==> src/design/tap_consts.svh <==
// Register widths, slave count, IDCODE values and opcodes
`ifndef TAP_CONSTS_SVH
`define TAP_CONSTS_SVH

`define TAP_IR_W        4
`define TAP_ID_W        32
`define TAPNW_NUM_STAPS 2
`define TAP_IR_CAPTURE  4'b0001

// Opcodes
`define TAP_OP_IDCODE   4'h2
`define TAP_OP_NWSEL    4'h8
`define TAP_OP_BYPASS   4'hF

// IDCODE values, bit 0 set as 1149.1 requires
`define MTAP_IDCODE     32'h1234_5679
`define STAP0_IDCODE    32'h1111_1113
`define STAP1_IDCODE    32'h2222_2223
`endif

==> src/design/tap_pkg.sv <==
// TAP controller state encoding and instruction opcodes
`include "tap_consts.svh"

package tap_pkg;

    // IEEE 1149.1 controller states, standard 4-bit encoding
    typedef enum logic [3:0] {
        TAP_EXIT2_DR = 4'h0, TAP_EXIT1_DR = 4'h1, TAP_SHIFT_DR = 4'h2, TAP_PAUSE_DR  = 4'h3,
        TAP_SEL_IR   = 4'h4, TAP_UPD_DR   = 4'h5, TAP_CAP_DR   = 4'h6, TAP_SEL_DR    = 4'h7,
        TAP_EXIT2_IR = 4'h8, TAP_EXIT1_IR = 4'h9, TAP_SHIFT_IR = 4'hA, TAP_PAUSE_IR  = 4'hB,
        TAP_RTI      = 4'hC, TAP_UPD_IR   = 4'hD, TAP_CAP_IR   = 4'hE, TAP_TLR       = 4'hF
    } tap_state_e;

    // Instruction opcodes
    // Slaves only know IDCODE and BYPASS
    typedef enum logic [`TAP_IR_W-1:0] {
        INSTR_IDCODE = `TAP_OP_IDCODE,
        INSTR_NWSEL  = `TAP_OP_NWSEL,
        INSTR_BYPASS = `TAP_OP_BYPASS
    } tap_instr_e;

endpackage

==> src/design/tapnw_pkg.sv <==
// Network types for the slave enable mask and chain position
`include "tap_consts.svh"

package tapnw_pkg;

    // One enable bit per slave, bit 0 is slave 0
    typedef logic [`TAPNW_NUM_STAPS-1:0] tap_enable_t;

    // Stage that ends the chain and feeds top-level tdo
    typedef enum logic [1:0] {
        POS_MTAP  = 2'd0,
        POS_STAP0 = 2'd1,
        POS_STAP1 = 2'd2
    } tap_pos_e;

endpackage

==> src/design/tap_if.sv <==
// JTAG connection between the network and one slave TAP
`timescale 1ns/1ps

interface tap_if;

    // Gated by the network
    logic tms;
    // Serial data from the previous chain stage
    logic tdi;
    // Serial data back from the slave
    logic tdo;
    // Slave is in a Shift state
    logic tdo_en;

    modport net (output tms, output tdi, input tdo, input tdo_en);

    modport tap (input tms, input tdi, output tdo, output tdo_en);

endinterface

==> src/design/jtag_top.sv <==
// Top level with master TAP, network and two slave TAPs
`timescale 1ns/1ps
`include "tap_consts.svh"

module jtag_top (
    input  logic                   tck,
    input  logic                   arst_n,
    input  logic                   tms,
    input  logic                   tdi,
    output logic                   tdo,
    output logic                   tdo_en,
    output tapnw_pkg::tap_enable_t tap_enable
);

    logic master_tdo;
    logic master_tdo_en;
    logic slave_tdo_en_any;

    tap_if stap0_if ();
    tap_if stap1_if ();

    master_tap mtap_i (.tck(tck), .arst_n(arst_n), .tms(tms), .tdi(tdi),
        .master_tdo(master_tdo), .tdo_en(master_tdo_en), .tap_enable(tap_enable));

    tap_network tapnw_i (.tms(tms), .master_tdo(master_tdo), .tap_enable(tap_enable),
        .tdo(tdo), .slave_tdo_en_any(slave_tdo_en_any), .stap0(stap0_if.net),
        .stap1(stap1_if.net));

    // Slaves differ only in IDCODE
    slave_tap #(.idcode(`STAP0_IDCODE)) stap0_i (.tck(tck), .arst_n(arst_n), .jtag(stap0_if.tap));
    slave_tap #(.idcode(`STAP1_IDCODE)) stap1_i (.tck(tck), .arst_n(arst_n), .jtag(stap1_if.tap));

    assign tdo_en = master_tdo_en | slave_tdo_en_any;

endmodule

==> src/design/master_tap.sv <==
// Master TAP with IR, IDCODE, BYPASS and network select register
`timescale 1ns/1ps
`include "tap_consts.svh"

module master_tap (
    input  logic                   tck,
    input  logic                   arst_n,
    input  logic                   tms,
    input  logic                   tdi,
    output logic                   master_tdo,
    output logic                   tdo_en,
    output tapnw_pkg::tap_enable_t tap_enable
);

    tap_pkg::tap_state_e    state;
    tap_pkg::tap_instr_e    ir;
    logic [`TAP_IR_W-1:0]   ir_shift;
    logic [`TAP_ID_W-1:0]   id_shift;
    tapnw_pkg::tap_enable_t nw_shift;
    logic                   byp;
    logic                   upd_ir;
    logic                   upd_dr;
    logic                   sel_id;
    logic                   sel_nw;

    tap_fsm fsm_i (
        .tck    (tck),
        .arst_n (arst_n),
        .tms    (tms),
        .state  (state)
    );

    // Edges into the Update states
    assign upd_ir = tms && (state == tap_pkg::TAP_EXIT1_IR || state == tap_pkg::TAP_EXIT2_IR);
    assign upd_dr = tms && (state == tap_pkg::TAP_EXIT1_DR || state == tap_pkg::TAP_EXIT2_DR);
    // Unknown codes select BYPASS
    assign sel_id = (ir == tap_pkg::INSTR_IDCODE);
    assign sel_nw = (ir == tap_pkg::INSTR_NWSEL);

    // --------------------------------------------------
    // Instruction register
    // --------------------------------------------------
    always_ff @(posedge tck) begin
        if (state == tap_pkg::TAP_CAP_IR) begin
            ir_shift <= `TAP_IR_CAPTURE;
        end else if (state == tap_pkg::TAP_SHIFT_IR) begin
            ir_shift <= {tdi, ir_shift[`TAP_IR_W-1:1]};
        end
    end

    always_ff @(posedge tck or negedge arst_n) begin
        if (!arst_n) begin
            ir <= tap_pkg::INSTR_IDCODE;
        end else if (state == tap_pkg::TAP_TLR) begin
            ir <= tap_pkg::INSTR_IDCODE;
        end else if (upd_ir) begin
            ir <= tap_pkg::tap_instr_e'(ir_shift);
        end
    end

    // --------------------------------------------------
    // Data registers
    // --------------------------------------------------
    // Select stage captures the live mask
    always_ff @(posedge tck) begin
        if (state == tap_pkg::TAP_CAP_DR) begin
            id_shift <= `MTAP_IDCODE;
            nw_shift <= tap_enable;
            byp      <= 1'b0;
        end else if (state == tap_pkg::TAP_SHIFT_DR) begin
            id_shift <= {tdi, id_shift[`TAP_ID_W-1:1]};
            nw_shift <= {tdi, nw_shift[`TAPNW_NUM_STAPS-1:1]};
            byp      <= tdi;
        end
    end

    // Slave enables survive Test-Logic-Reset
    always_ff @(posedge tck or negedge arst_n) begin
        if (!arst_n) begin
            tap_enable <= '0;
        end else if (upd_dr && sel_nw) begin
            tap_enable <= nw_shift;
        end
    end

    assign master_tdo = (state == tap_pkg::TAP_SHIFT_IR) ? ir_shift[0] :
                        sel_id ? id_shift[0] :
                        sel_nw ? nw_shift[0] : byp;
    assign tdo_en     = (state == tap_pkg::TAP_SHIFT_IR) || (state == tap_pkg::TAP_SHIFT_DR);

    // Mask moves only on entry to Update-DR under NWSEL
    a_enable_update: assert property (@(posedge tck) disable iff (!arst_n)
        $changed(tap_enable) |->
            (state == tap_pkg::TAP_UPD_DR) && (ir == tap_pkg::INSTR_NWSEL));

endmodule

==> src/design/slave_tap.sv <==
// Slave TAP with IR, IDCODE and BYPASS registers
`timescale 1ns/1ps
`include "tap_consts.svh"

module slave_tap #(
    parameter logic [`TAP_ID_W-1:0] idcode = `STAP0_IDCODE
) (
    input logic tck,
    input logic arst_n,
    tap_if.tap  jtag
);

    tap_pkg::tap_state_e  state;
    tap_pkg::tap_instr_e  ir;
    logic [`TAP_IR_W-1:0] ir_shift;
    logic [`TAP_ID_W-1:0] id_shift;
    logic                 byp;
    logic                 upd_ir;
    logic                 sel_id;

    tap_fsm fsm_i (
        .tck    (tck),
        .arst_n (arst_n),
        .tms    (jtag.tms),
        .state  (state)
    );

    // Edge into Update-IR
    assign upd_ir = jtag.tms &&
                    (state == tap_pkg::TAP_EXIT1_IR || state == tap_pkg::TAP_EXIT2_IR);
    // Anything but IDCODE falls back to BYPASS
    assign sel_id = (ir == tap_pkg::INSTR_IDCODE);

    // --------------------------------------------------
    // Instruction register
    // --------------------------------------------------
    always_ff @(posedge tck) begin
        if (state == tap_pkg::TAP_CAP_IR) begin
            ir_shift <= `TAP_IR_CAPTURE;
        end else if (state == tap_pkg::TAP_SHIFT_IR) begin
            ir_shift <= {jtag.tdi, ir_shift[`TAP_IR_W-1:1]};
        end
    end

    // Hold register, back to IDCODE in Test-Logic-Reset
    always_ff @(posedge tck or negedge arst_n) begin
        if (!arst_n) begin
            ir <= tap_pkg::INSTR_IDCODE;
        end else if (state == tap_pkg::TAP_TLR) begin
            ir <= tap_pkg::INSTR_IDCODE;
        end else if (upd_ir) begin
            ir <= tap_pkg::tap_instr_e'(ir_shift);
        end
    end

    // --------------------------------------------------
    // Data registers
    // --------------------------------------------------
    always_ff @(posedge tck) begin
        if (state == tap_pkg::TAP_CAP_DR) begin
            id_shift <= idcode;
            byp      <= 1'b0;
        end else if (state == tap_pkg::TAP_SHIFT_DR) begin
            id_shift <= {jtag.tdi, id_shift[`TAP_ID_W-1:1]};
            byp      <= jtag.tdi;
        end
    end

    // Serial out from the low bit of the selected register
    assign jtag.tdo    = (state == tap_pkg::TAP_SHIFT_IR) ? ir_shift[0] :
                         sel_id ? id_shift[0] : byp;
    assign jtag.tdo_en = (state == tap_pkg::TAP_SHIFT_IR) || (state == tap_pkg::TAP_SHIFT_DR);

endmodule

==> src/design/tap_fsm.sv <==
// 16-state TAP controller with assertions
`timescale 1ns/1ps

module tap_fsm (
    input  logic                tck,
    input  logic                arst_n,
    input  logic                tms,
    output tap_pkg::tap_state_e state
);

    tap_pkg::tap_state_e next_state;

    // --------------------------------------------------
    // Next-state table
    // --------------------------------------------------
    always_comb begin
        case (state)
            tap_pkg::TAP_TLR:      next_state = tms ? tap_pkg::TAP_TLR      : tap_pkg::TAP_RTI;
            tap_pkg::TAP_RTI:      next_state = tms ? tap_pkg::TAP_SEL_DR   : tap_pkg::TAP_RTI;
            tap_pkg::TAP_SEL_DR:   next_state = tms ? tap_pkg::TAP_SEL_IR   : tap_pkg::TAP_CAP_DR;
            tap_pkg::TAP_CAP_DR:   next_state = tms ? tap_pkg::TAP_EXIT1_DR : tap_pkg::TAP_SHIFT_DR;
            tap_pkg::TAP_SHIFT_DR: next_state = tms ? tap_pkg::TAP_EXIT1_DR : tap_pkg::TAP_SHIFT_DR;
            tap_pkg::TAP_EXIT1_DR: next_state = tms ? tap_pkg::TAP_UPD_DR   : tap_pkg::TAP_PAUSE_DR;
            tap_pkg::TAP_PAUSE_DR: next_state = tms ? tap_pkg::TAP_EXIT2_DR : tap_pkg::TAP_PAUSE_DR;
            tap_pkg::TAP_EXIT2_DR: next_state = tms ? tap_pkg::TAP_UPD_DR   : tap_pkg::TAP_SHIFT_DR;
            tap_pkg::TAP_UPD_DR:   next_state = tms ? tap_pkg::TAP_SEL_DR   : tap_pkg::TAP_RTI;
            // IR column mirrors DR, except Select-IR escapes to reset
            tap_pkg::TAP_SEL_IR:   next_state = tms ? tap_pkg::TAP_TLR      : tap_pkg::TAP_CAP_IR;
            tap_pkg::TAP_CAP_IR:   next_state = tms ? tap_pkg::TAP_EXIT1_IR : tap_pkg::TAP_SHIFT_IR;
            tap_pkg::TAP_SHIFT_IR: next_state = tms ? tap_pkg::TAP_EXIT1_IR : tap_pkg::TAP_SHIFT_IR;
            tap_pkg::TAP_EXIT1_IR: next_state = tms ? tap_pkg::TAP_UPD_IR   : tap_pkg::TAP_PAUSE_IR;
            tap_pkg::TAP_PAUSE_IR: next_state = tms ? tap_pkg::TAP_EXIT2_IR : tap_pkg::TAP_PAUSE_IR;
            tap_pkg::TAP_EXIT2_IR: next_state = tms ? tap_pkg::TAP_UPD_IR   : tap_pkg::TAP_SHIFT_IR;
            tap_pkg::TAP_UPD_IR:   next_state = tms ? tap_pkg::TAP_SEL_DR   : tap_pkg::TAP_RTI;
            default:               next_state = tap_pkg::TAP_TLR;
        endcase
    end

    // State register
    always_ff @(posedge tck or negedge arst_n) begin
        if (!arst_n) begin
            state <= tap_pkg::TAP_TLR;
        end else begin
            state <= next_state;
        end
    end

    // --------------------------------------------------
    // Assertions
    // --------------------------------------------------
    // Five tms-high edges from any state end in Test-Logic-Reset
    a_tms_reset: assert property (@(posedge tck) disable iff (!arst_n)
        tms [*5] |=> state == tap_pkg::TAP_TLR);

    a_state_known: assert property (@(posedge tck) disable iff (!arst_n)
        !$isunknown(state));

endmodule

==> src/design/tap_network.sv <==
// Routes tms and serial data through the enabled slave TAPs
`timescale 1ns/1ps

module tap_network (
    input  logic                   tms,
    input  logic                   master_tdo,
    input  tapnw_pkg::tap_enable_t tap_enable,
    output logic                   tdo,
    output logic                   slave_tdo_en_any,
    tap_if.net                     stap0,
    tap_if.net                     stap1
);

    tapnw_pkg::tap_pos_e last_pos;
    logic                stap0_out;

    // Disabled slaves see tms high and park in Test-Logic-Reset
    assign stap0.tms = tms | ~tap_enable[0];
    assign stap1.tms = tms | ~tap_enable[1];

    // Chain in index order, disabled stage bypassed by wire
    assign stap0.tdi = master_tdo;
    assign stap0_out = tap_enable[0] ? stap0.tdo : master_tdo;
    assign stap1.tdi = stap0_out;

    // Last enabled stage drives the port
    assign last_pos = tap_enable[1] ? tapnw_pkg::POS_STAP1 :
                      tap_enable[0] ? tapnw_pkg::POS_STAP0 : tapnw_pkg::POS_MTAP;

    always_comb begin
        case (last_pos)
            tapnw_pkg::POS_STAP1: tdo = stap1.tdo;
            tapnw_pkg::POS_STAP0: tdo = stap0.tdo;
            default:              tdo = master_tdo;
        endcase
    end

    assign slave_tdo_en_any = (tap_enable[0] & stap0.tdo_en) | (tap_enable[1] & stap1.tdo_en);

endmodule

==> config.mk <==
export PLATFORM = sky130hd
export DESIGN_NAME = jtag_top
export DESIGN_NICKNAME = d
export VERILOG_FILES = /design/src/design/tap_pkg.sv /design/src/design/tapnw_pkg.sv /design/src/design/tap_if.sv /design/src/design/jtag_top.sv /design/src/design/master_tap.sv /design/src/design/slave_tap.sv /design/src/design/tap_fsm.sv /design/src/design/tap_network.sv
export VERILOG_INCLUDE_DIRS = /design/src /design/src/design
export SDC_FILE = /design/constraint.sdc
export NUM_CORES = 1
export LEC_CHECK = 0
export ABC_AREA = 1
export BUFFER_PORTS_ARGS = -buffer_cell sky130_fd_sc_hd__buf_4
export CELL_PAD_IN_SITES_DETAIL_PLACEMENT = 0
export CELL_PAD_IN_SITES_GLOBAL_PLACEMENT = 1
export CORE_MARGIN = 2
export CORE_UTILIZATION = 45
export DETAILED_ROUTE_END_ITERATION = 8
export GPL_TIMING_DRIVEN = 0
export MAX_ROUTING_LAYER = met4
export PLACE_DENSITY_LB_ADDON = 0.1
export SLEW_MARGIN = 20
export SYNTH_ARGS = -nofsm -noshare
export SYNTH_HDL_FRONTEND = slang
export SYNTH_SLANG_ARGS = --single-unit
==> constraint.sdc <==
create_clock -name tck -period 1.51 [get_ports tck]
set_input_delay 0.0755 -clock tck [delete_from_list [all_inputs] [get_ports tck]]
set_output_delay 0.0755 -clock tck [all_outputs]
set_load 0.01 [all_outputs]
==> results of run 1 <==
==> cell families after synthesis <==
logic type             Yosys count  synth area share [%]
buffers and inverters          131                  10.2
AND/OR/NAND/NOR                197                  16.1
AO/OA/AOI/OAI                  162                  17.7
flip-flops                     136                  55.9
==> registers in the layout, summed over array words and instances, names as in the netlist <==
name                 cells
stap0_i.ir               4
stap1_i.ir_shift         4
stap1_i.ir               4
stap1_i.fsm_i.state      4
mtap_i.id_shift         31
stap0_i.id_shift        31
mtap_i.nw_shift          2
stap0_i.ir_shift         4
stap0_i.byp              1
mtap_i.ir                4
mtap_i.byp               1
stap0_i.fsm_i.state      4
stap1_i.byp              1
mtap_i.ir_shift          4
mtap_i.tap_enable        2
stap1_i.id_shift        31
mtap_i.fsm_i.state       4
==> cell usage after synthesis <==
master       n
a31oi_1      2
nor2_4       3
o21ai_0     62
o221ai_1     2
dfstp_2     15
nand3_1     22
a2bb2oi_1    1
nor3_1       2
clkbuf_2     1
o22ai_1     48
clkbuf_1     6
o31ai_1      1
edfxtp_1     2
clkinv_1     2
nand4_1      6
o211ai_1     2
buf_2       11
inv_1       98
nor3_2       2
buf_4        6
inv_2        7
nand2_2      5
nor2_2       1
a21boi_0     1
a21oi_1     34
dfrtp_1     11
nor2_1      88
nand2_1     68
a22oi_1      9
dfxtp_1    108
==> metrics by stage <==
step	TNS [ps]	hold slack (ps)	setup slack, ps	cells
5_1_grt	-2170	124	-513	842
3_3_place_gp	-511	7.73	-168	776
2_1_floorplan	0	-220	147	626
6_report	-748	103	-379	842
4_1_cts	-612	111	-366	827
3_5_place_dp	-669	14.8	-187	776
==> cell type report <==
type,instances,area (µm²),area share [%]
Sequential cell,136,2890,43.2
Multi-Input combinational cell,359,1980,29.6
Clock buffer,20,467,6.97
Inverter,107,408,6.09
Timing Repair Buffer,43,393,5.87
Buffer,22,203,3.03
Tap cell,143,179,2.67
Clock inverter,12,173,2.58
==> power by group <==
part	internal [mW]	leakage, nW	total (mW)	switching, mW
clock network	2.88	0.312	4.40	1.52
registers	5.41	1.21	6.31	0.908
logic	2.60	1.55	5.83	3.23
total	10.9	3.07	16.5	5.65
==> routing by layer <==
layer	GRT usage [%]	share of wire [%]
met1	22.2	46
met2	29.2	48
met3	4.98	3.2
met4	10.1	2.5
met5	-	0
==> worst reg2reg max path: cells and delay by family (launching register included) <==
family                 cells  cell delay [ps]
buffers and inverters      6              660
AO/OA/AOI/OAI              1              110
AND/OR/NAND/NOR            2              120
flip-flops                 1              550
==> worst max path at each step <==
stage,cells after the start,slack (ps),startpoint,endpoint
3_5_place_dp,12,-190,mtap_i.fsm_i.state[2],tdo
5_1_grt,12,-510,mtap_i.ir[1],tdo
6_report,12,-380,mtap_i.ir[1],tdo
3_3_place_gp,12,-170,mtap_i.fsm_i.state[2],tdo
2_1_floorplan,3,150,mtap_i.fsm_i.state[1],mtap_i.nw_shift[0]
4_1_cts,13,-370,mtap_i.fsm_i.state[0],tdo
==> repair_timing <==
action / CTS / global route
gates resized for setup: 33 / 115
pin swaps: 8 / 19
endpoints found under the setup margin: 21 / 104
setup buffers: 18 / 12
hold endpoints to repair: 32 / 0
cloned: 0 / 5
hold buffers: 3 / 0
==> out/summary.md, run 1 <==
• 1810 ps — CP arrival
• 5400 µm² — placement-stage cell area
• 168 — DRT iter0 DRCs
• 4 — number of iterations in the first detailed-routing pass
• 136 — # clock sinks
• 0 — Fin. Hold Viols
• 6700 µm² — final design area excluding fillers
• 26.2% — fraction of final layout cells sized beyond drive strength 1
• 2 — Max clock buf depth
• 18.8% — Total Routing Usage GR
• 9 — Reg2Reg Depth
• 111 µm — vertical extent of the die
• 0.863 — final weighted congestion in routability-driven placement
• 385 ps — slew of the pin with the lowest slew margin
• 136 — flip-flop and latch count after synthesis
• 11.0 mm — total detailed-routing wirelength
• clkbuf_16 — buffer cell driving the clock tree root
• 17 — number of buffers added by the clock tree synthesis step
• 59.2% — final design utilization
• 5170 µm² — Syn Std Cell Area
• 13.0 µm — detail-routed net length per standard cell
• 630 — net count of the mapped netlist
• 4000 — vias in the first global route
• 1430 ps — required time at the worst-slack endpoint
• 55.9% — proportion of synthesized chip area in sequential cells
• 5.01 — drt via density
• 39 — row count
• 3 — count of buffering cells on the critical path with inverters included
• 108 x dfxtp_1, 92 x inv_1, 81 x nor2_1, 58 x nand2_1, 45 x o21ai_0 — most frequent cells in the layout
• true — unrepaired setup endpoints after global routing
• nand2_1 — most frequent cell on the critical path
• 4221 — via count
• 7 — count of buffers inserted at the top-level ports
• 0 — remaining number of nets flagged by the antenna check after routing
• 41.8% — share of the synthesized area in the top cell type
• 9.71 ps — setup clock skew after layout
• 626 — Synth Instances
• 11300 µm² — core region area
• 0 — max-capacitance violation count
• 690 — post-layout net count
• dfxtp_1 42%, dfstp_2 7.6%, inv_1 7.1% — largest cells by area after synthesis
• 0 — Yosys warning count
• 0 — leftover overflow at the end of global routing
• 1890 ps — Final min period
• 16.5 mW — Total Power Consumption
• flip-flop to primary output — crit path kind
• dfstp_2 — slowest stage cell on the critical path
• mtap_i.fsm_i.state[0] — launch point of the worst reg-to-reg path
• primary output — element type at the critical path end
• -379 ps — final worst slack
• setup timing — violated checks
• -20 ps — internal reg-to-reg setup slack
• dfxtp_1 — most common cell after layout, fill and taps aside
• inv_2, nor2_4, nand3_2, nand2_1, inv_1, nand2_1, nand2_2, nand2_2, nand2_1, nand2_1, nand2_2, buf_6 — chain of cells forming the critical path
• 8 — count of pins on the block boundary
• finished with violations — status
• 11 — total of endpoints with negative setup slack in the final report
• 74.3% — slew margin rel.
• yes — CTS tree
• 550 ps — stage delay of the slowest cell on the critical path
• mtap_i.id_shift[29] — capture instance of the worst register-to-register path
• 45.7% — effective utilization at floorplan
• 3 — CP max FO
• 430 ps — latest clock arrival within the worst-skew pair
• 4 — # H-tree levels
• 27 — pin count of the biggest net entering global routing
• dfxtp_1 — cell type with the largest total area after synthesis
• 111 µm — chip width
• 30 — number of distinct standard cells referenced by the synthesized netlist
• 29.5% — Layout area overhead
• input port to async pin — class of the worst hold path
• 125% — share of the clock period used by the worst path
• 3.07 nW — cell leakage power
• 18.0 mm — wire length of the first global-routing pass
• 6.87 mm — half-perimeter wire length after detailed placement
• 0.00140 V — worst supply voltage drop on vdd
• 60 ps — CTS clk-pin slew, worst paths
• simple AND/OR/NAND/NOR gates — kind of cell adding the most delay to the critical path
• 0.529 GHz — highest clock rate
• 0 — number of max-slew violations in the final report
• flip-flop — CP Launch Type
• 8.26 µm² — Post-Synthesis Mean Instance Area
• 12400 µm² — full die area
• 0 — antenna violations before repair
• 0 — Diodes inserted
• 1063 — Fill cells
• 2470 nW/µm² — areal power density over the cells
• 0 — DRC
No activity file was read; power rests on OpenSTA's default activity.
==> inputs of run 2 (changes only) <==
--- a/constraint.sdc
+++ b/constraint.sdc
@@ -3,2 +3,2 @@
 set_output_delay 0.0755 -clock tck [all_outputs]
-set_load 0.01 [all_outputs]
+set_load 0.02 [all_outputs]
==> run 2 against run 1 <==
  * The run still ends with setup timing left
  * Critical endpoint unchanged
  * Global-route usage shrank 0.060 points
  * Sequential power is 1% lower
  * First-iteration DRC count decreased by 8.9%
  * Fmax up 1.1%
  * Worst hold slack better by 11 ps
  * Critical path depth shrank 1
  * Non-clock buffer count down 6
  * Register-to-register slack better by 30 ps
  * Die area stayed put
==> out/summary.md, run 2 (synthesized netlist as in run 1, its figures left out) <==
• 136 — # clock sinks, unchanged
• 0 — antenna violations before repair, unchanged
• 111 µm — chip width, unchanged
• true — unrepaired setup endpoints after global routing
• 5.01 mm — Met1 Wirelength, -1.4%
• 124% — share of the clock period used by the worst path, -1.4 points
• 8 — count of pins on the block boundary, unchanged
• 23.8% — fraction of final layout cells sized beyond drive strength 1, -2.4 points
• 0 — number of max-slew violations in the final report, unchanged
• mtap_i.id_shift (31), stap0_i.id_shift (31), stap1_i.id_shift (31) — top flop regs
• 292 µm — detailed route wirelength on metal3, -16%
• 111 µm — vertical extent of the die, unchanged
• 39 — row count, unchanged
• 5.15 mm — total length of routed met2 wires, -2.4%
• 0 — remaining number of nets flagged by the antenna check after routing, unchanged
• 1430 ps — required time at the worst-slack endpoint, about the same
• -689 ps — summed negative setup slack over all endpoints, +58.2 ps
• 7 — count of buffers inserted at the top-level ports, unchanged
• 17 — number of buffers added by the clock tree synthesis step, unchanged
• 1790 ps — CP arrival, -20 ps
• 684 — post-layout net count, -0.87%
• 4 — number of iterations in the first detailed-routing pass, unchanged
• 0 — leftover overflow at the end of global routing, unchanged
• 2470 nW/µm² — areal power density over the cells, -0.15%
• flip-flop to primary output — crit path kind
• 4.98 — drt via density, -0.62%
• 34.0% — Switching Fraction, -0.21 points
• 0 — max-capacitance violation count, unchanged
• 18.0 mm — wire length of the first global-routing pass, -0.46%
• 836 — final instance count without filler cells, -0.71%
• 60 ps — CTS clk-pin slew, worst paths, about the same
• 34.4% — proportion of power drawn by combinational gates, -0.8 points
• 38.6% — part of the total power dissipated in sequential elements, +0.4 points
• finished with violations — status
• yes — CTS tree
• 372 ps — slew of the pin with the lowest slew margin, -12.5 ps
• 108 x dfxtp_1, 93 x inv_1, 80 x nor2_1, 59 x nand2_1, 43 x o21ai_0 — most frequent cells in the layout
• 5.50 mW — net switching power, -2.7%
• clkbuf_16 — buffer cell driving the clock tree root
• 3 — count of buffering cells on the critical path with inverters included, unchanged
• 0 — DRC, unchanged
• 0 — Fin. Hold Viols, unchanged
• 12400 µm² — full die area, unchanged
• met4 — top layer reached by signal wires
• flip-flop — CP Launch Type
• 26.9% — Layout area overhead
• 0 — Diodes inserted, unchanged
• 1870 ps — Final min period, -20.8 ps
• 27.0% — clock group share of total power, +0.4 points
• nand2_2 — most frequent cell on the critical path
• 776 — total instance count after detailed placement, unchanged
• 6.87 mm — half-perimeter wire length after detailed placement, unchanged
• 2 — total of endpoints with negative setup slack in the final report, -9
• 10.7 mm — total detailed-routing wirelength, -2.9%
• nand2_2, inv_2, nand2_4, inv_1, nand2_2, nand2_2, nand2_2, nand2_1, nand2_1, nand2_2, buf_6 — chain of cells forming the critical path
• 3995 — vias in the first global route, -0.13%
• 11300 µm² — core region area, unchanged
• 6570 µm² — final design area excluding fillers, -2.0%
• primary output — element type at the critical path end
• 58.0% — final design utilization, -1.2 points
• dfxtp_1 — most common cell after layout, fill and taps aside
• setup timing — violated checks
• 0.00122 V — worst supply voltage drop on vdd, -13%
• 10.7 mW — cell internal power dissipation, -1.8%
• -358 ps — final worst slack, +20.8 ps
• 4 — CP max FO, +1
• input port to async pin — class of the worst hold path
• 27 — pin count of the biggest net entering global routing, unchanged
• 0.535 GHz — highest clock rate, +1.1%
• 16.2 mW — Total Power Consumption, -2.1%
• 3.01 nW — cell leakage power, -1.9%
• 1075 — Fill cells, +1.1%
• 420 ps — latest clock arrival within the worst-skew pair, about the same
• 4 — # H-tree levels, unchanged
• 0.863 — final weighted congestion in routability-driven placement, unchanged
• 7.05 ps — setup clock skew after layout, -2.66 ps
• 5400 µm² — placement-stage cell area, unchanged
• 560 ps — stage delay of the slowest cell on the critical path, about the same
• 45.7% — effective utilization at floorplan, unchanged
• 12.7 µm — detail-routed net length per standard cell, -2.2%
• flip-flops — kind of cell adding the most delay to the critical path
• 4165 — via count, -1.3%
• 18.7% — Total Routing Usage GR, -0.060 points
• 153 — DRT iter0 DRCs, -8.9%
• dfstp_2 — slowest stage cell on the critical path
• 75.1% — slew margin rel., +0.77 points
• 2 — Max clock buf depth, unchanged
run 2: changes by cell type in the layout (fill, tap and decap cells not counted), moves of 2 or more:
| cell | change |
|---|---|
| o21ai_0 | -2 |
| a21oi_2 | -12 |
| a21oi_1 | +13 |
| buf_2 | -2 |
| o21ai_1 | +2 |
run 2: worst register-to-register path, cell delays in order, from the launching register on:
cell and delay, ps:
dfstp_2 550, nand2_4 60, inv_2 90, buf_6 120
nand2_4 60, buf_4 160, buf_4 180, o21ai_1 130
nor2_1 60
run 2: power by group through the flow:
stage / registers (mW) / clock network, mW / logic, mW
2_1_floorplan: 6.07 / 0 / 3.52
3_5_place_dp: 6.27 / 0 / 4.47
5_1_grt: 6.45 / 4.63 / 6.33
6_report: 6.25 / 4.38 / 5.57
4_1_cts: 6.20 / 4.47 / 4.99
3_3_place_gp: 6.22 / 0 / 4.35
run 2: worst paths after layout:
path / endpoint / startpoint / slack, ps / cells past startpoint
setup / recovery: tdo / mtap_i.fsm_i.state[3] / -360 / 11
hold / removal: stap1_i.ir[3] / arst_n / 110 / 2
setup reg to reg: mtap_i.id_shift[16] / mtap_i.fsm_i.state[1] / 10 / 8
hold reg to reg: stap1_i.id_shift[25] / stap1_i.id_shift[26] / 450 / 2
max in group asynchronous: stap0_i.ir[1] / arst_n / 1080 / 2
min in group tck: mtap_i.fsm_i.state[0] / tms / 420 / 3
run 2: cell type report:
| type | count | area (µm²) | area share, % |
|---|---|---|---|
| buffer | 22 | 191 | 2.92 |
| clock buffer | 20 | 467 | 7.11 |
| clock inverter | 12 | 173 | 2.63 |
| inverter | 107 | 408 | 6.21 |
| multi-input combinational | 359 | 1930 | 29.4 |
| sequential | 136 | 2890 | 44.0 |
| tap | 143 | 179 | 2.73 |
| timing repair buffer | 37 | 323 | 4.92 |
run 2: timing repair:
| item | in CTS | in global routing |
|---|---|---|
| setup endpoints to repair | 21 | 101 |
| setup buffers | 18 | 9 |
| pin swaps | 8 | 10 |
| hold endpoints to repair | 32 | 0 |
| cloned | 0 | 2 |
| hold buffers | 3 | 0 |
| resized for setup | 30 | 101 |
run 2: layer usage:
layer,global-route usage [%],vias to the layer above
met3,4.98,19
met1,22.1,1932
li1,-,2158
met2,29.2,56
met4,10.1,0
met5,-,-
run 2: metrics by stage:
| step | hold WS (ps) | worst slack [ps] |
|---|---|---|
| after CTS | 111 | -379 |
| after global placement | 7.73 | -183 |
| after detailed placement | 14.8 | -202 |
| after floorplan | -220 | 117 |
| after global routing | 124 | -499 |
| final | 114 | -358 |
==> inputs of run 3 (changes only) <==
--- a/config.mk
+++ b/config.mk
@@ -8,3 +8,2 @@
 export LEC_CHECK = 0
-export ABC_AREA = 1
 export BUFFER_PORTS_ARGS = -buffer_cell sky130_fd_sc_hd__buf_4
==> constraint.sdc (replaced) <==
create_clock -name tck -period 1.51 [get_ports tck]
set_input_delay 0 -clock tck [delete_from_list [all_inputs] [get_ports tck]]
set_output_delay 0 -clock tck [all_outputs]
set_load 0.02 [all_outputs]
==> run 3 against run 2 <==
  * The flow still finishes with violations (setup timing)
  * Total power shrank 7.5%
  * Routed wire length is 8.3% higher
  * Synthesized area is 2.5% higher
  * Clock-buffer cell count up 7
  * Combinational power down 9.7%
  * Via count increased by 4.4%
  * Register-to-register slack got worse by 260 ps
  * Worst setup slack worse by 190 ps
==> out/summary.md, run 3 <==
• 420 ps — latest clock arrival within the worst-skew pair, about the same
• 0 — Diodes inserted, unchanged
• 33.1% — fraction of final layout cells sized beyond drive strength 1, +9.3 points
• 0 — leftover overflow at the end of global routing, unchanged
• dfxtp_1 — top flip-flop cell by instance count after synthesis
• 8.36 µm² — Post-Synthesis Mean Instance Area, +1.2%
• 33.6% — proportion of power drawn by combinational gates, -0.8 points
• 136 — # clock sinks, unchanged
• 5.13 — drt via density, +3.1%
• 0.486 GHz — highest clock rate, -9.2%
• 0 — DRC, unchanged
• 39.9% — part of the total power dissipated in sequential elements, +1.3 points
• 2.60% — mux contribution to synthesized area, +2.6 points
• 2 — CP max FO, -2
• 697 — post-layout net count, +1.9%
• 36.1% — Layout area overhead
• true — unrepaired setup endpoints after global routing
• clkbuf_16 — buffer cell driving the clock tree root
• 5300 µm² — Syn Std Cell Area, +2.5%
• primary output — element type at the critical path end
• flip-flop — CP Launch Type
• 14.7% — area fraction in compound gates after synthesis, -3.0 points
• 24.3% — synthesized-area fraction occupied by and/or/nand/nor cells, +8.2 points
• 61.9% — slew margin rel., -13 points
• 54.5% — proportion of synthesized chip area in sequential cells, -1.4 points
• 2060 ps — CP arrival, +270 ps
• flip-flop to primary output — crit path kind
• 2.89 nW — cell leakage power, -4.3%
• 12700 µm² — full die area, +2.4%
• finished with violations — status
• 113 µm — vertical extent of the die, +1.2%
• -547 ps — final worst slack, -189 ps
• 113 µm — chip width, +1.2%
• 11.5 mm — total detailed-routing wirelength, +8.3%
• 17 — number of buffers added by the clock tree synthesis step, unchanged
• 2 — Max clock buf depth, unchanged
• 70 — total of endpoints with negative setup slack in the final report, +68
• 634 — Synth Instances, +1.3%
• 2060 ps — Final min period, +189 ps
• 6.72 mm — half-perimeter wire length after detailed placement, -2.2%
• 27 — pin count of the biggest net entering global routing, unchanged
• 32.7% — Switching Fraction, -1.3 points
• 0% — fraction of the mapped netlist area in adder cells, unchanged
• 62.9% — final design utilization, +4.9 points
• 47 — number of distinct standard cells referenced by the synthesized netlist, +57%
• 11500 µm² — core region area, +1.3%
• 50 ps — CTS clk-pin slew, worst paths, about the same
• 3971 — vias in the first global route, -0.60%
• 40.8% — share of the synthesized area in the top cell type, -1.0 points
• simple AND/OR/NAND/NOR gates — combinational family with the most area after synthesis
• 638 — net count of the mapped netlist, +1.3%
• setup timing — violated checks
• 0.00122 V — worst supply voltage drop on vdd, -0.41%
• 0 — antenna violations before repair, unchanged
• 4 — # H-tree levels, unchanged
• yes — CTS tree
• 136% — share of the clock period used by the worst path, +13 points
• 26.5% — clock group share of total power, -0.5 points
• 4.89 mW — net switching power, -11%
• 17.8 mm — wire length of the first global-routing pass, -0.77%
• 2 — Post-synth EDFFs, unchanged
• 174 x nand2_1, 108 x dfxtp_1, 44 x o21ai_1, 29 x nor2_1, 29 x a21oi_2 — most frequent cells in the layout
• 136 — flip-flop and latch count after synthesis, unchanged
• nand2_1 — most common cell after layout, fill and taps aside
• 13.6 µm — detail-routed net length per standard cell, +6.9%
• 7 — count of buffers inserted at the top-level ports, unchanged
• 2080 nW/µm² — areal power density over the cells, -16%
• 571 ps — slew of the pin with the lowest slew margin, +198 ps
• 17.8 ps — setup clock skew after layout, +10.8 ps
• 0 — Yosys warning count, unchanged
• mtap_i.id_shift (31), stap0_i.id_shift (31), stap1_i.id_shift (31) — top flop regs
• 0 — remaining number of nets flagged by the antenna check after routing, unchanged
• 170 — DRT iter0 DRCs, +11%
• 0 — number of max-slew violations in the final report, unchanged
• 0 — Fin. Hold Viols, unchanged
• 1510 ps — required time at the worst-slack endpoint, +80 ps
• 0.778 — final weighted congestion in routability-driven placement, -9.8%
• 10.1 mW — cell internal power dissipation, -5.7%
• 19.1% — post-synthesis async set-or-reset flop share, unchanged
• nand2_1 — most numerous cell in the Yosys netlist
• input port to async pin — class of the worst hold path
• -10140 ps — summed negative setup slack over all endpoints, -9450 ps
• dfxtp_1 41%, nand2_1 15%, dfstp_2 7.4% — largest cells by area after synthesis
• 0% — synthesized-area fraction occupied by xor and xnor cells, unchanged
• 39 — row count, unchanged
• 0 — max-capacitance violation count, unchanged
• 8 — count of pins on the block boundary, unchanged
• 4349 — via count, +4.4%
• 5 — number of iterations in the first detailed-routing pass, +1
• 215 x nand2_1, 108 x dfxtp_1, 50 x a21oi_1, 49 x o21ai_1, 32 x nor2_1 — top cells by instance count after synthesis
• 46.2% — effective utilization at floorplan, +0.54 points
• 17.9% — Total Routing Usage GR, -0.83 points
• dfxtp_1 — cell type with the largest total area after synthesis
run 3: area by class of cell:
cell class	instances	area (µm²)
repair buffers	49	541
clock buffers	27	503
plain buffers	32	309
well taps	143	179
flip-flops and latches	136	2890
inverters	6	22.5
clock inverters	3	65.1
multi-input cells	451	2710
fillers	936	4250
run 3: worst max-delay path, cell delays in order, from the launching register on:
cell     delay, ps
dfstp_2        530
nor4b_4        210
mux2i_1        300
a21oi_2        120
nor4_4         190
mux2i_2        120
buf_4          170
run 3: metal layers:
metal  vias up  routed length [µm]  track usage (%)
li1       2228                   -                -
met1      2071                5450             21.8
met2        39                5670             27.9
met3        11                 249             5.51
met4         0                 169             6.59
met5         -                   0                -
run 3: final timing paths:
| check | startpoint | depth (start not counted) | end | slack (ps) |
|---|---|---|---|---|
| max in group asynchronous | arst_n | 2 | stap1_i.fsm_i.state[0] | 1160 |
| min | arst_n | 2 | stap1_i.ir[0] | 30 |
| min in group tck | tms | 3 | mtap_i.fsm_i.state[1] | 370 |
| max reg2reg | mtap_i.fsm_i.state[1] | 6 | mtap_i.nw_shift[1] | -250 |
| min reg2reg | mtap_i.id_shift[22] | 2 | mtap_i.id_shift[21] | 440 |
| max | stap0_i.ir[1] | 6 | tdo | -550 |
run 3: logic make-up after synthesis:
group                  after synthesis
flip-flops                         136
buffers and inverters               47
AO/OA/AOI/OAI                      142
multiplexers                        13
AND/OR/NAND/NOR                    296
run 3: through the flow:
step / total power [mW] / setup slack (ps) / cell area (µm²) / cells / hold slack (ps)
floorplan: 8.57 / -82.2 / 5350 / 634 / -296
CTS: 13.9 / -596 / 6360 / 818 / 43.7
finish: 15.0 / -547 / 7220 / 847 / 34.6
detailed placement: 9.51 / -377 / 5580 / 784 / -58.3
global route: 16.0 / -651 / 7220 / 847 / 60.6
global placement: 9.38 / -359 / 5580 / 784 / -63.0
run 3: timing repair:
action	4_1_cts	5_1_grt
endpoints found under the hold margin	33	0
setup buffers	8	24
gates cloned	0	8
hold buffers	3	0
setup endpoints to repair	124	118
gates resized for setup	44	171
pin swaps	13	36
run 3: power by group through the flow:
stage	clock, mW	sequential (mW)	combinational [mW]
2_1_floorplan	0	5.65	2.92
3_3_place_gp	0	5.80	3.57
3_5_place_dp	0	5.83	3.68
4_1_cts	4.04	5.89	3.93
5_1_grt	4.20	6.14	5.62
6_report	3.97	5.98	5.03
